`config.mk`:
```
export PLATFORM = sky130hd
export DESIGN_NAME = cache_top
export DESIGN_NICKNAME = d
export VERILOG_FILES = /design/src/common/cache_pkg.sv /design/src/logic/line_store.sv /design/src/controller/mem_request.sv /design/src/controller/cache_controller.sv /design/src/logic/cache_top.sv
export SDC_FILE = /design/constraint.sdc
export NUM_CORES = 1
export LEC_CHECK = 0
export BUFFER_PORTS_ARGS = -buffer_cell sky130_fd_sc_hd__buf_2
export CORE_ASPECT_RATIO = 1.4
export CORE_UTILIZATION = 51
export CTS_CLUSTER_SIZE = 8
export DETAILED_ROUTE_END_ITERATION = 8
export PLACE_DENSITY = 0.68
export RECOVER_POWER = 50
export SYNTH_ARGS = -nofsm -noshare
export SYNTH_HDL_FRONTEND = slang
export SYNTH_HIERARCHICAL = 1
export SYNTH_SLANG_ARGS = --single-unit
```
`constraint.sdc`:
```
create_clock -name clock -period 12.3 [get_ports clock]
set_clock_uncertainty 0.1 [all_clocks]
set_input_delay 0.615 -clock clock [delete_from_list [all_inputs] [get_ports clock]]
set_output_delay 0.615 -clock clock [all_outputs]
set_load 0.03 [all_outputs]
```
`src/common/cache_pkg.sv`:
```
// shared widths, memory message codes and port structs for the data cache
// imported by the RTL blocks and by the testbench

package cache_pkg;

    // byte address covers one 4 KB window
    localparam int ADDR_BITS   = 12;
    localparam int DATA_BITS   = 32;
    localparam int BYTES       = DATA_BITS / 8;

    // one word per line, direct mapped
    localparam int INDEX_BITS  = 4;
    localparam int TAG_BITS    = ADDR_BITS - INDEX_BITS - 2;
    localparam int CACHE_DEPTH = 1 << INDEX_BITS;

    // memory word a starts out as a ^ INIT_SALT
    localparam logic [DATA_BITS-1:0] INIT_SALT = 32'h5a3c_96e1;

    typedef enum logic [1:0] {
        NO_REQ   = 2'd0,
        R_REQ    = 2'd1,
        WB_REQ   = 2'd2,
        MEM_RESP = 2'd3
    } mem_msg_t;

    // one request from the core
    typedef struct packed {
        logic                 read;
        logic                 write;
        logic [BYTES-1:0]     byte_en;
        logic [ADDR_BITS-1:0] addr;
        logic [DATA_BITS-1:0] data;
    } cpu_req_t;

    // cache to memory
    typedef struct packed {
        mem_msg_t             msg;
        logic [ADDR_BITS-1:0] addr;
        logic [DATA_BITS-1:0] data;
    } mem_req_t;

    // memory to cache
    typedef struct packed {
        mem_msg_t             msg;
        logic [DATA_BITS-1:0] data;
    } mem_resp_t;

    // single write into the line store
    // valid low marks an invalidating write from the sweep
    typedef struct packed {
        logic                  en;
        logic [INDEX_BITS-1:0] index;
        logic [TAG_BITS-1:0]   tag;
        logic [DATA_BITS-1:0]  data;
        logic                  dirty;
        logic                  valid;
    } line_write_t;

endpackage

```
`src/logic/line_store.sv`:
```
// tag, data, valid and dirty arrays of the direct-mapped cache
// one registered lookup port and one write port

`timescale 1ns/1ns

module line_store (
    input  logic                             clock,
    input  logic                             rst,
    input  logic [cache_pkg::INDEX_BITS-1:0] lookup_index,
    input  cache_pkg::line_write_t           line_wr,
    output logic [cache_pkg::TAG_BITS-1:0]   line_tag,
    output logic [cache_pkg::DATA_BITS-1:0]  line_data,
    output logic                             line_valid,
    output logic                             line_dirty
);
    import cache_pkg::*;

    logic [TAG_BITS-1:0]  tag_mem   [CACHE_DEPTH];
    logic [DATA_BITS-1:0] data_mem  [CACHE_DEPTH];
    logic                 valid_mem [CACHE_DEPTH];
    logic                 dirty_mem [CACHE_DEPTH];

    // write port
    always_ff @(posedge clock) begin
        if (line_wr.en) begin
            tag_mem[line_wr.index]   <= line_wr.tag;
            data_mem[line_wr.index]  <= line_wr.data;
            valid_mem[line_wr.index] <= line_wr.valid;
            dirty_mem[line_wr.index] <= line_wr.dirty & line_wr.valid;
        end
    end

    // lookup, one cycle after the index
    always_ff @(posedge clock) begin
        line_tag  <= tag_mem[lookup_index];
        line_data <= data_mem[lookup_index];
    end

    // status outputs read as an empty line until the sweep has run
    always_ff @(posedge clock) begin
        if (rst) begin
            line_valid <= 1'b0;
            line_dirty <= 1'b0;
        end else begin
            line_valid <= valid_mem[lookup_index];
            line_dirty <= dirty_mem[lookup_index];
        end
    end

endmodule

```
`src/controller/mem_request.sv`:
```
// outgoing memory message register and refill capture
// holds the message until MEM_RESP, then flags the response for one cycle

`timescale 1ns/1ns

module mem_request (
    input  logic                            clock,
    input  logic                            rst,
    input  logic                            load_read,
    input  logic                            load_wb,
    input  logic [cache_pkg::ADDR_BITS-1:0] msg_addr,
    input  logic [cache_pkg::DATA_BITS-1:0] msg_data,
    output cache_pkg::mem_req_t             mem_req,
    input  cache_pkg::mem_resp_t            mem_resp,
    output logic                            resp_seen,
    output logic [cache_pkg::DATA_BITS-1:0] refill_data
);
    import cache_pkg::*;

    mem_msg_t             msg_q;
    logic [ADDR_BITS-1:0] addr_q;
    logic [DATA_BITS-1:0] data_q;
    logic [DATA_BITS-1:0] refill_q;
    logic                 resp_hit;

    // a response only counts while a message is outstanding
    assign resp_hit = (mem_resp.msg == MEM_RESP) & (msg_q != NO_REQ);

    always_ff @(posedge clock) begin
        if (rst) begin
            msg_q     <= NO_REQ;
            resp_seen <= 1'b0;
        end else begin
            resp_seen <= resp_hit;
            if (load_read) begin
                msg_q <= R_REQ;
            end else if (load_wb) begin
                msg_q <= WB_REQ;
            end else if (resp_hit) begin
                msg_q <= NO_REQ;
            end
        end
    end

    always_ff @(posedge clock) begin
        if (load_read || load_wb) begin
            addr_q <= msg_addr;
            // only a write-back carries data
            data_q <= load_wb ? msg_data : '0;
        end
        if (resp_hit && msg_q == R_REQ) begin
            refill_q <= mem_resp.data;
        end
    end

    assign mem_req.msg  = msg_q;
    assign mem_req.addr = addr_q;
    assign mem_req.data = data_q;
    assign refill_data  = refill_q;

endmodule

```
`src/controller/cache_controller.sv`:
```
// cache controller FSM: lookup, hit service, write-back, refill and the
// reset sweep that invalidates every line

`timescale 1ns/1ns

module cache_controller (
    input  logic                              clock,
    input  logic                              rst,
    input  cache_pkg::cpu_req_t               req,
    output logic                              ready,
    output logic                              valid,
    output logic [cache_pkg::DATA_BITS-1:0]   data_out,
    output logic [cache_pkg::INDEX_BITS-1:0]  lookup_index,
    input  logic [cache_pkg::TAG_BITS-1:0]    line_tag,
    input  logic [cache_pkg::DATA_BITS-1:0]   line_data,
    input  logic                              line_valid,
    input  logic                              line_dirty,
    output cache_pkg::line_write_t            line_wr,
    output logic                              load_read,
    output logic                              load_wb,
    output logic [cache_pkg::ADDR_BITS-1:0]   msg_addr,
    output logic [cache_pkg::DATA_BITS-1:0]   msg_data,
    input  logic                              resp_seen,
    input  logic [cache_pkg::DATA_BITS-1:0]   refill_data
);
    import cache_pkg::*;

    // SWEEP first so an uninitialised state reads as not ready
    typedef enum logic [2:0] {
        SWEEP,
        IDLE,
        LOOKUP,
        WRITE_BACK_WAIT,
        READ_WAIT,
        UPDATE
    } state_t;

    state_t                state;
    logic [INDEX_BITS-1:0] sweep_count;
    cpu_req_t              req_q;

    logic                  accept;
    logic [INDEX_BITS-1:0] req_index;
    logic [TAG_BITS-1:0]   req_tag;
    logic                  hit;
    logic                  victim_dirty;
    logic [DATA_BITS-1:0]  merge_base;

    // write bytes land on top of the base word
    function automatic logic [DATA_BITS-1:0] merge_bytes(
        input logic [DATA_BITS-1:0] base,
        input cpu_req_t             r
    );
        logic [DATA_BITS-1:0] m;
        m = base;
        for (int b = 0; b < BYTES; b++) begin
            if (r.write && r.byte_en[b]) begin
                m[8*b +: 8] = r.data[8*b +: 8];
            end
        end
        return m;
    endfunction

    assign accept       = ready & (req.read | req.write);
    assign req_index    = req_q.addr[2 +: INDEX_BITS];
    assign req_tag      = req_q.addr[ADDR_BITS-1 -: TAG_BITS];
    assign hit          = line_valid & (line_tag == req_tag);
    assign victim_dirty = line_valid & line_dirty;

    always_ff @(posedge clock) begin
        if (rst && state != SWEEP) begin
            state       <= SWEEP;
            sweep_count <= '0;
        end else begin
            case (state)
                SWEEP: begin
                    if (sweep_count != INDEX_BITS'(CACHE_DEPTH - 1)) begin
                        sweep_count <= sweep_count + 1'b1;
                    end else if (!rst) begin
                        state <= IDLE;
                    end
                end
                IDLE: begin
                    if (accept) begin
                        state <= LOOKUP;
                    end
                end
                LOOKUP: begin
                    if (hit) begin
                        state <= IDLE;
                    end else if (victim_dirty) begin
                        state <= WRITE_BACK_WAIT;
                    end else begin
                        state <= READ_WAIT;
                    end
                end
                WRITE_BACK_WAIT: begin
                    if (resp_seen) begin
                        state <= READ_WAIT;
                    end
                end
                READ_WAIT: begin
                    if (resp_seen) begin
                        state <= UPDATE;
                    end
                end
                UPDATE: begin
                    state <= IDLE;
                end
                default: begin
                    state <= IDLE;
                end
            endcase
        end
    end

    // request payload
    always_ff @(posedge clock) begin
        if (accept) begin
            req_q <= req;
        end
    end

    assign ready        = (state == IDLE);
    assign lookup_index = (state == IDLE) ? req.addr[2 +: INDEX_BITS] : req_index;

    assign valid    = req_q.read & (((state == LOOKUP) & hit) | (state == UPDATE));
    assign data_out = (state == UPDATE) ? refill_data : line_data;

    assign merge_base = (state == UPDATE) ? refill_data : line_data;

    always_comb begin
        line_wr.en    = (state == SWEEP) | (state == UPDATE) |
                        ((state == LOOKUP) & hit & req_q.write);
        line_wr.index = (state == SWEEP) ? sweep_count : req_index;
        line_wr.tag   = (state == SWEEP) ? '0 : req_tag;
        line_wr.data  = (state == SWEEP) ? '0 : merge_bytes(merge_base, req_q);
        line_wr.dirty = (state != SWEEP) & req_q.write;
        line_wr.valid = (state != SWEEP);
    end

    // dirty victim goes out first, refill follows its response
    assign load_wb   = (state == LOOKUP) & ~hit & victim_dirty;
    assign load_read = ((state == LOOKUP) & ~hit & ~victim_dirty) |
                       ((state == WRITE_BACK_WAIT) & resp_seen);

    assign msg_addr = load_wb ? {line_tag, req_index, 2'b00}
                              : {req_q.addr[ADDR_BITS-1:2], 2'b00};
    assign msg_data = line_data;

endmodule

```
`src/logic/cache_top.sv`:
```
// top level of the write-back data cache
// core port on one side, memory message port on the other

`timescale 1ns/1ns

module cache_top (
    input  logic                            clock,
    input  logic                            rst,
    input  cache_pkg::cpu_req_t             req,
    output logic                            ready,
    output logic                            valid,
    output logic [cache_pkg::DATA_BITS-1:0] data_out,
    output cache_pkg::mem_req_t             mem_req,
    input  cache_pkg::mem_resp_t            mem_resp
);
    import cache_pkg::*;

    logic [INDEX_BITS-1:0] lookup_index;
    logic [TAG_BITS-1:0]   line_tag;
    logic [DATA_BITS-1:0]  line_data;
    logic                  line_valid;
    logic                  line_dirty;
    line_write_t           line_wr;
    logic                  load_read;
    logic                  load_wb;
    logic [ADDR_BITS-1:0]  msg_addr;
    logic [DATA_BITS-1:0]  msg_data;
    logic                  resp_seen;
    logic [DATA_BITS-1:0]  refill_data;

    cache_controller ctrl0 (
        .clock(clock), .rst(rst), .req(req), .ready(ready), .valid(valid),
        .data_out(data_out), .lookup_index(lookup_index), .line_tag(line_tag),
        .line_data(line_data), .line_valid(line_valid), .line_dirty(line_dirty),
        .line_wr(line_wr), .load_read(load_read), .load_wb(load_wb),
        .msg_addr(msg_addr), .msg_data(msg_data), .resp_seen(resp_seen),
        .refill_data(refill_data)
    );

    mem_request mreq0 (
        .clock(clock), .rst(rst), .load_read(load_read), .load_wb(load_wb),
        .msg_addr(msg_addr), .msg_data(msg_data), .mem_req(mem_req),
        .mem_resp(mem_resp), .resp_seen(resp_seen), .refill_data(refill_data)
    );

    line_store store0 (
        .clock(clock), .rst(rst), .lookup_index(lookup_index), .line_wr(line_wr),
        .line_tag(line_tag), .line_data(line_data), .line_valid(line_valid),
        .line_dirty(line_dirty)
    );

endmodule

```
Word level (Yosys, flattened, before mapping)
Memory sizes are Yosys's and may differ from the RTL's. A register that Yosys moved wholly into a read port is not among the register bits.
Index checks and enable logic that the tools add are counted.
{"block": "word_totals", "regBits": 136, "ramBits": 640, "input_bits": 86, "out_inout_bits": 80, "memories": 4}
{"memory": "store0.data_mem", "depth": 16, "width": 32, "rd": 1, "rd_ports_with_merged_regs": 1, "write_ports": 1, "line": "line_store.sv:19", "rtl": "logic [DATA_BITS-1:0] data_mem [CACHE_DEPTH];"}
{"memory": "store0.tag_mem", "depth": 16, "width": 6, "rd": 1, "rd_ports_with_merged_regs": 1, "write_ports": 1, "line": "line_store.sv:18", "rtl": "logic [TAG_BITS-1:0] tag_mem [CACHE_DEPTH];"}
{"memory": "store0.dirty_mem", "depth": 16, "width": 1, "rd": 1, "rd_ports_with_merged_regs": 1, "write_ports": 1, "line": "line_store.sv:21", "rtl": "logic dirty_mem [CACHE_DEPTH];"}
{"memory": "store0.valid_mem", "depth": 16, "width": 1, "rd": 1, "rd_ports_with_merged_regs": 1, "write_ports": 1, "line": "line_store.sv:20", "rtl": "logic valid_mem [CACHE_DEPTH];"}
{"block": "op_classes", "add_sub_neg": 1, "n_eq_ne": 14, "n_mux": 23, "bitwise_logic": 20, "n_reduce_logical": 15}
{"operator": "two-way mux 32 bit", "n": 2}
{"operator": "two-way mux 8 bit", "n": 4}
{"operator": "two-way mux 3 bit", "n": 7}
{"operator": "case mux 3 bit (5 select lines)", "n": 1}
{"operator": "bitwise AND 1 bit", "n": 13}
{"operator": "two-way mux 12 bit", "n": 1}
{"operator": "two-way mux 4 bit", "n": 2}
{"operator": "== test 3 x 2 -> 1 bit (second input constant)", "n": 2}
{"operator": "== test 3 bit (second input constant)", "n": 2}
{"operator": "== test 6 bit", "n": 1}
{"operator": "logical AND 1 bit", "n": 6}
{"operator": "two-way mux 6 bit", "n": 1}
{"operator": "inequality test 2 bit (second input constant)", "n": 3}
{"operator": "nonzero test 3 bit", "n": 2}
{"operator": "bitwise OR 1 bit", "n": 5}
{"operator": "AND reduction 5 bit", "n": 1}
{"operator": "adder 4 x 1 -> 4 bit (second input constant)", "n": 1}
{"operator": "two-way mux 2 bit", "n": 2}
{"operator": "inequality test 2 x 1 -> 1 bit (second input constant)", "n": 2}
{"operator": "inequality test 4 bit (second input constant)", "n": 1}
{"operator": "nonzero test 2 bit", "n": 2}
{"operator": "== test 3 x 1 -> 1 bit (second input constant)", "n": 1}
{"operator": "logical NOT 3 bit", "n": 1}
{"operator": "two-way mux 1 bit", "n": 3}
{"operator": "6 further kinds", "n": 7}

Longest topological paths before layout
{"block": "logic_depth", "word_depth": 7, "ltp_mapped": 10}

By module
The synthesis kept the hierarchy.
{"mod": "line_store", "instances": 1, "cells_each": 1054, "area_per_inst_um2": 24826.3, "seq_area_each_um2": 20019.2}
{"mod": "cache_controller", "instances": 1, "cells_each": 340, "area_per_inst_um2": 3444.6, "seq_area_each_um2": 1581.5}
{"mod": "mem_request", "instances": 1, "cells_each": 124, "area_per_inst_um2": 2647.5, "seq_area_each_um2": 2342.2}

Least setup slack after synthesis
Ideal clock, no wire load.
{"block": "synth_timing", "kind": "register to register", "start": "reg ctrl0.state[2]", "end": "mem store0.data_mem[0][0] (enable)", "setup_ns": 0.487, "arrival_time_ns": 4.538, "required_ns": 11.713, "setup_slack_ns": 7.175, "path_stages_with_launch": 9, "n_path_buf": 2, "synth_period_minus_slack_ns": 5.125, "path_cell_list": "dfxtp_1 buf_6 nor3_4 inv_2 buf_2 nand2_1 o21ai_0 or3b_2 nor3_1"}
{"item": "start, declared", "line": "cache_controller.sv:38", "rtl": "state_t state;"}
{"item": "start signal, assigned", "line": "cache_controller.sv:72", "rtl": "state <= SWEEP;"}
{"item": "start signal, assigned", "line": "cache_controller.sv:80", "rtl": "state <= IDLE;"}
{"item": "start signal, assigned", "line": "cache_controller.sv:85", "rtl": "state <= LOOKUP;"}
{"item": "end, declared", "line": "line_store.sv:19"}

==> metrics.md <==
| Metric | Value |
|---|---|
| Area share of the largest cell type after synthesis | `approximately three quarters` |
| Sequential fraction of the synthesis area | `around 77%` |
| Number of antenna violations at the first check in global routing | `1` |
| Metal2 WL | `~36000 um` |
| Number of synthesized flops with an enable pin | `764` |
| Minimum hold slack | `about 0.034 ns` |
| Capture instance of the worst register-to-register path | `store0/tag_mem[13][0]` |
| Net switching power figure | `about 2.5 mW` |
| Maximum vdd ir drop | `~170 uV` |
| F_max | `around 0.14 GHz` |
| Share of the clock period used by the worst path | `57.9%` |
| Number of synthesis warnings | `6` |
| Vias | `15.4k` |
| Post-Place Cell Area | `around 32000 sq um` |
| Post-route setup slack | `between 5 and 6 ns` |
| Depth of the worst register-to-register path | `7` |
| Hold Path Cell Cnt | `1` |
| Post-DR wirelength/cell | `around 26 um` |
| Finished Core Util | `between 50% and 60%` |
| Grt ovf | `0` |
| Total power draw | `8.69 mW` |
| Fraction of layout instances using a drive strength above 1 | `between 20% and 30%` |
| Sequential fraction of design power | `approximately 46%` |
| Switching share of power | `between 20% and 30%` |
| Core box area | `about 60000 sq um` |
| Violations in the final reports | `max-capacitance violations, max-slew violations` |
| Met3 layer wire length in the routed design | `roughly 4000 um` |
| Destination of the worst hold path | `ctrl0/req_q[9]` |
| Total number of H-tree levels | `3` |
| Pre-CTS worst setup slack | `roughly 7.8 ns` |
| Total Neg Setup Slack | `0 ns` |
| Classification of the worst-slack hold path | `primary input to flop` |
| DRC violation count after routing | `0` |
| Final worst path period need | `roughly 7.1 ns` |
| GR Util All Layers | `between 20% and 30%` |
| Final count of pins violating max slew | `between 100 and 150` |
| Data required time of the critical path | `between 10 and 15 ns` |
| Post-synthesis to final-layout area growth | `15.5%` |
| FILL cells | `about 4.3k` |
| Clk Tree Root Cell | `sky130_fd_sc_hd__clkbuf_16` |
| Initial DRT Pass Iterations | `5` |
| Internal | `a little over 6 mW` |
| Startpoint of the most critical register-to-register path | `ctrl0/state[2]` |
| Fraction of registers with async set or reset after synthesis | `0%` |
| Sink Count | `between 800 and 900` |
| Setup crit end kind | `flop` |
| First-pass GRT wire length | `slightly above 100000 um` |
| Routed wire length | `~69000 um` |
| Standby leakage power | `approximately 12 nW` |
| Pwr per Cell Area | `~240 nW/um^2` |
| Routability-driven placement congestion ratio | `~0.75` |
| Most common cell after layout, fill and taps aside | `sky130_fd_sc_hd__edfxtp_1` |
| Top area cells in the synthesized netlist | `sky130_fd_sc_hd__edfxtp_1 (74%), sky130_fd_sc_hd__mux4_2 (11%), sky130_fd_sc_hd__dfxtp_1 (3.2%)` |
| Critical path peak fanout | `46` |
| Avg Cell Area, Syn | `20.4 sq um` |
| Total of endpoints with negative setup slack in the final report | `0` |
| Area of the die | `around 62000 sq um` |
| Clock latency of the later-clocked register in the worst-skew pair | `between 0.6 and 0.7 ns` |
| Commonest non-fill, non-tap cells in the layout | `sky130_fd_sc_hd__edfxtp_1 (764), sky130_fd_sc_hd__mux4_2 (156), sky130_fd_sc_hd__clkbuf_1 (143)` |
| Library cells used by synthesis | `54` |
| Number of global-route vias before repair | `about 16k` |
| Antenna Violating Nets Remaining | `0` |
| Combinational fraction of design power | `21.8%` |
| Worst setup path category | `flop to flop` |
| Number of max-cap violations | `4` |
| Clock transition at the registers of the reported paths | `~0.050 ns` |
| Port bufs | `roughly 160` |
| Die width | `210 um` |
| Cell type with the highest aggregate area in the netlist | `sky130_fd_sc_hd__edfxtp_1` |
| Post-layout net count | `approximately 1.8k` |
| Internal reg-to-reg setup slack | `a little over 5 ns` |
| Netlist area before placement | `about 30000 sq um` |
| Source of the worst hold timing path | `req[9]` |
| Count of state elements after synthesis | `a little over 800` |
| Outcome | `complete, but fails checks` |
| Clock tree from TritonCTS | `done` |
| Length of routed wiring on met1 | `27800 um` |
| Placed wire-length estimate | `about 35000 um` |
| Placement Rows | `about 110` |
| Number of placed instances with taps included | `approximately 2.4k` |
| Vert. Die Dim | `293 um` |
| Transition time at the pin with the least slew margin | `slightly above 3 ns` |
| RSZ-0062 raised after global routing | `no` |
| Clk buf depth | `3` |
| Predominant post-synthesis flop cell | `sky130_fd_sc_hd__edfxtp_1` |
| Boundary pin count | `166` |
| Uppermost layer routed | `met4` |
| Inserted Clock Buffers | `around 110` |
| Pin count of the biggest net entering global routing | `93` |
| Share of total power in the clock network | `approximately a third` |
| Mean number of vias per cell | `about 5.8` |
| Instance count of the mapped netlist | `~1.5k` |
| Sort of element at the start of the critical path | `flop` |
| Data arrival time of the critical path | `around 7.3 ns` |
| Non-filler instance count after layout | `approximately 2.6k` |
| Initial DRC count | `about 1.3k` |
| Starting Density | `51.7%` |
| Area of all placed cells without fillers | `35700 sq um` |
| Relative slew slack | `-107%` |
| Final count of hold timing violations | `0` |
[cell usage after synthesis (4+ instances only)]
cell,count
sky130_fd_sc_hd__nand2_1,96
sky130_fd_sc_hd__clkbuf_1,28
sky130_fd_sc_hd__edfxtp_1,764
sky130_fd_sc_hd__nor2b_1,13
sky130_fd_sc_hd__buf_2,28
sky130_fd_sc_hd__a21oi_1,38
sky130_fd_sc_hd__and2_2,32
sky130_fd_sc_hd__and2_1,4
sky130_fd_sc_hd__a22oi_1,78
sky130_fd_sc_hd__nand3_1,36
sky130_fd_sc_hd__nor3_1,10
sky130_fd_sc_hd__dfxtp_1,50
sky130_fd_sc_hd__nor2_1,19
sky130_fd_sc_hd__inv_1,5
sky130_fd_sc_hd__buf_4,54
sky130_fd_sc_hd__mux2_1,11
sky130_fd_sc_hd__xnor2_1,6
sky130_fd_sc_hd__mux4_2,156
sky130_fd_sc_hd__mux2_2,32
sky130_fd_sc_hd__o21ai_0,5
sky130_fd_sc_hd__mux2i_1,8
[repair_timing]
action,CTS,global route
gates resized for setup,0,0
buffers inserted,0,0
hold endpoints to repair,13,0
hold buffers,13,0
[worst max-delay path by stage]
| stage | endpoint | cells past startpoint | start |
|---|---|---|---|
| floorplan | store0/data_mem[0][0] | 8 | ctrl0/state[2] |
| global placement | store0/line_data[19] | 6 | ctrl0/state[0] |
| detailed placement | store0/line_data[19] | 6 | ctrl0/state[0] |
| CTS | store0/line_data[19] | 6 | ctrl0/state[0] |
| global route | store0/tag_mem[13][2] | 7 | ctrl0/state[0] |
| finish | store0/tag_mem[13][0] | 7 | ctrl0/state[2] |
[critical path: stages, from the launching register on]
cell and delay (ns):
sky130_fd_sc_hd__dfxtp_1 0.45, sky130_fd_sc_hd__nor3_1 0.25, sky130_fd_sc_hd__clkbuf_1 2.22, sky130_fd_sc_hd__inv_1 1.24
sky130_fd_sc_hd__o21ai_0 0.69, sky130_fd_sc_hd__nand3_1 0.42, sky130_fd_sc_hd__nor2_4 0.73, sky130_fd_sc_hd__buf_4 0.59
[kinds of logic after synthesis]
family / Yosys count / share of synthesized area [%]
buffers and inverters: 121 / 2.27
other: 1 / 0.0121
xor gates and xnor gates: 6 / 0.170
adders and majority gates: 1 / 0.0405
DFF: 814 / 77.4
AOI/OAI and AO/OA: 142 / 3.16
muxes: 207 / 13.2
and+or+nand+nor: 226 / 3.72
[per-layer routing]
metal	track usage (%)	vias to the layer above
met1	30.7	8140
met4	7.05	0
met5	0	-
met2	39.2	557
li1	-	6565
met3	3.44	94
[state kept, by name, indices dropped and copies added, names as in the netlist]
signal / flops
store0/tag_mem: 96
mreq0/addr_q: 12
store0/line_tag: 6
mreq0/data_q: 32
store0/valid_mem: 16
ctrl0/state: 3
ctrl0/req_q: 44
ctrl0/req_index: 4
mreq0/msg_q: 2
store0/line_data: 32
mreq0/refill_data: 32
mreq0/resp_seen: 1
store0/line_dirty: 1
store0/line_valid: 1
ctrl0/sweep_count: 4
store0/data_mem: 512
store0/dirty_mem: 16
[power by group through the flow]
stage	combinational (mW)	sequential [mW]	clock (mW)
floorplan	1.32	3.99	0
global placement	1.88	4.00	0
detailed placement	1.91	4.04	0
CTS	1.92	3.99	2.84
global route	2.02	4.04	2.96
finish	1.90	3.99	2.80
[area by class of cell]
cell class | instances | area, sq um | area share [%]
flip-flops and latches | 814 | 23900 | 67.1
inverters | 6 | 22.5 | 0.0631
multi-input cells | 584 | 6410 | 18.0
clock buffers | 197 | 3130 | 8.77
clock inverters | 6 | 85.1 | 0.238
diodes | 1 | 2.50 | 0.00701
well taps | 810 | 1010 | 2.84
repair buffers | 208 | 1100 | 3.08
Note: power is estimated with default switching activity, not from simulation.
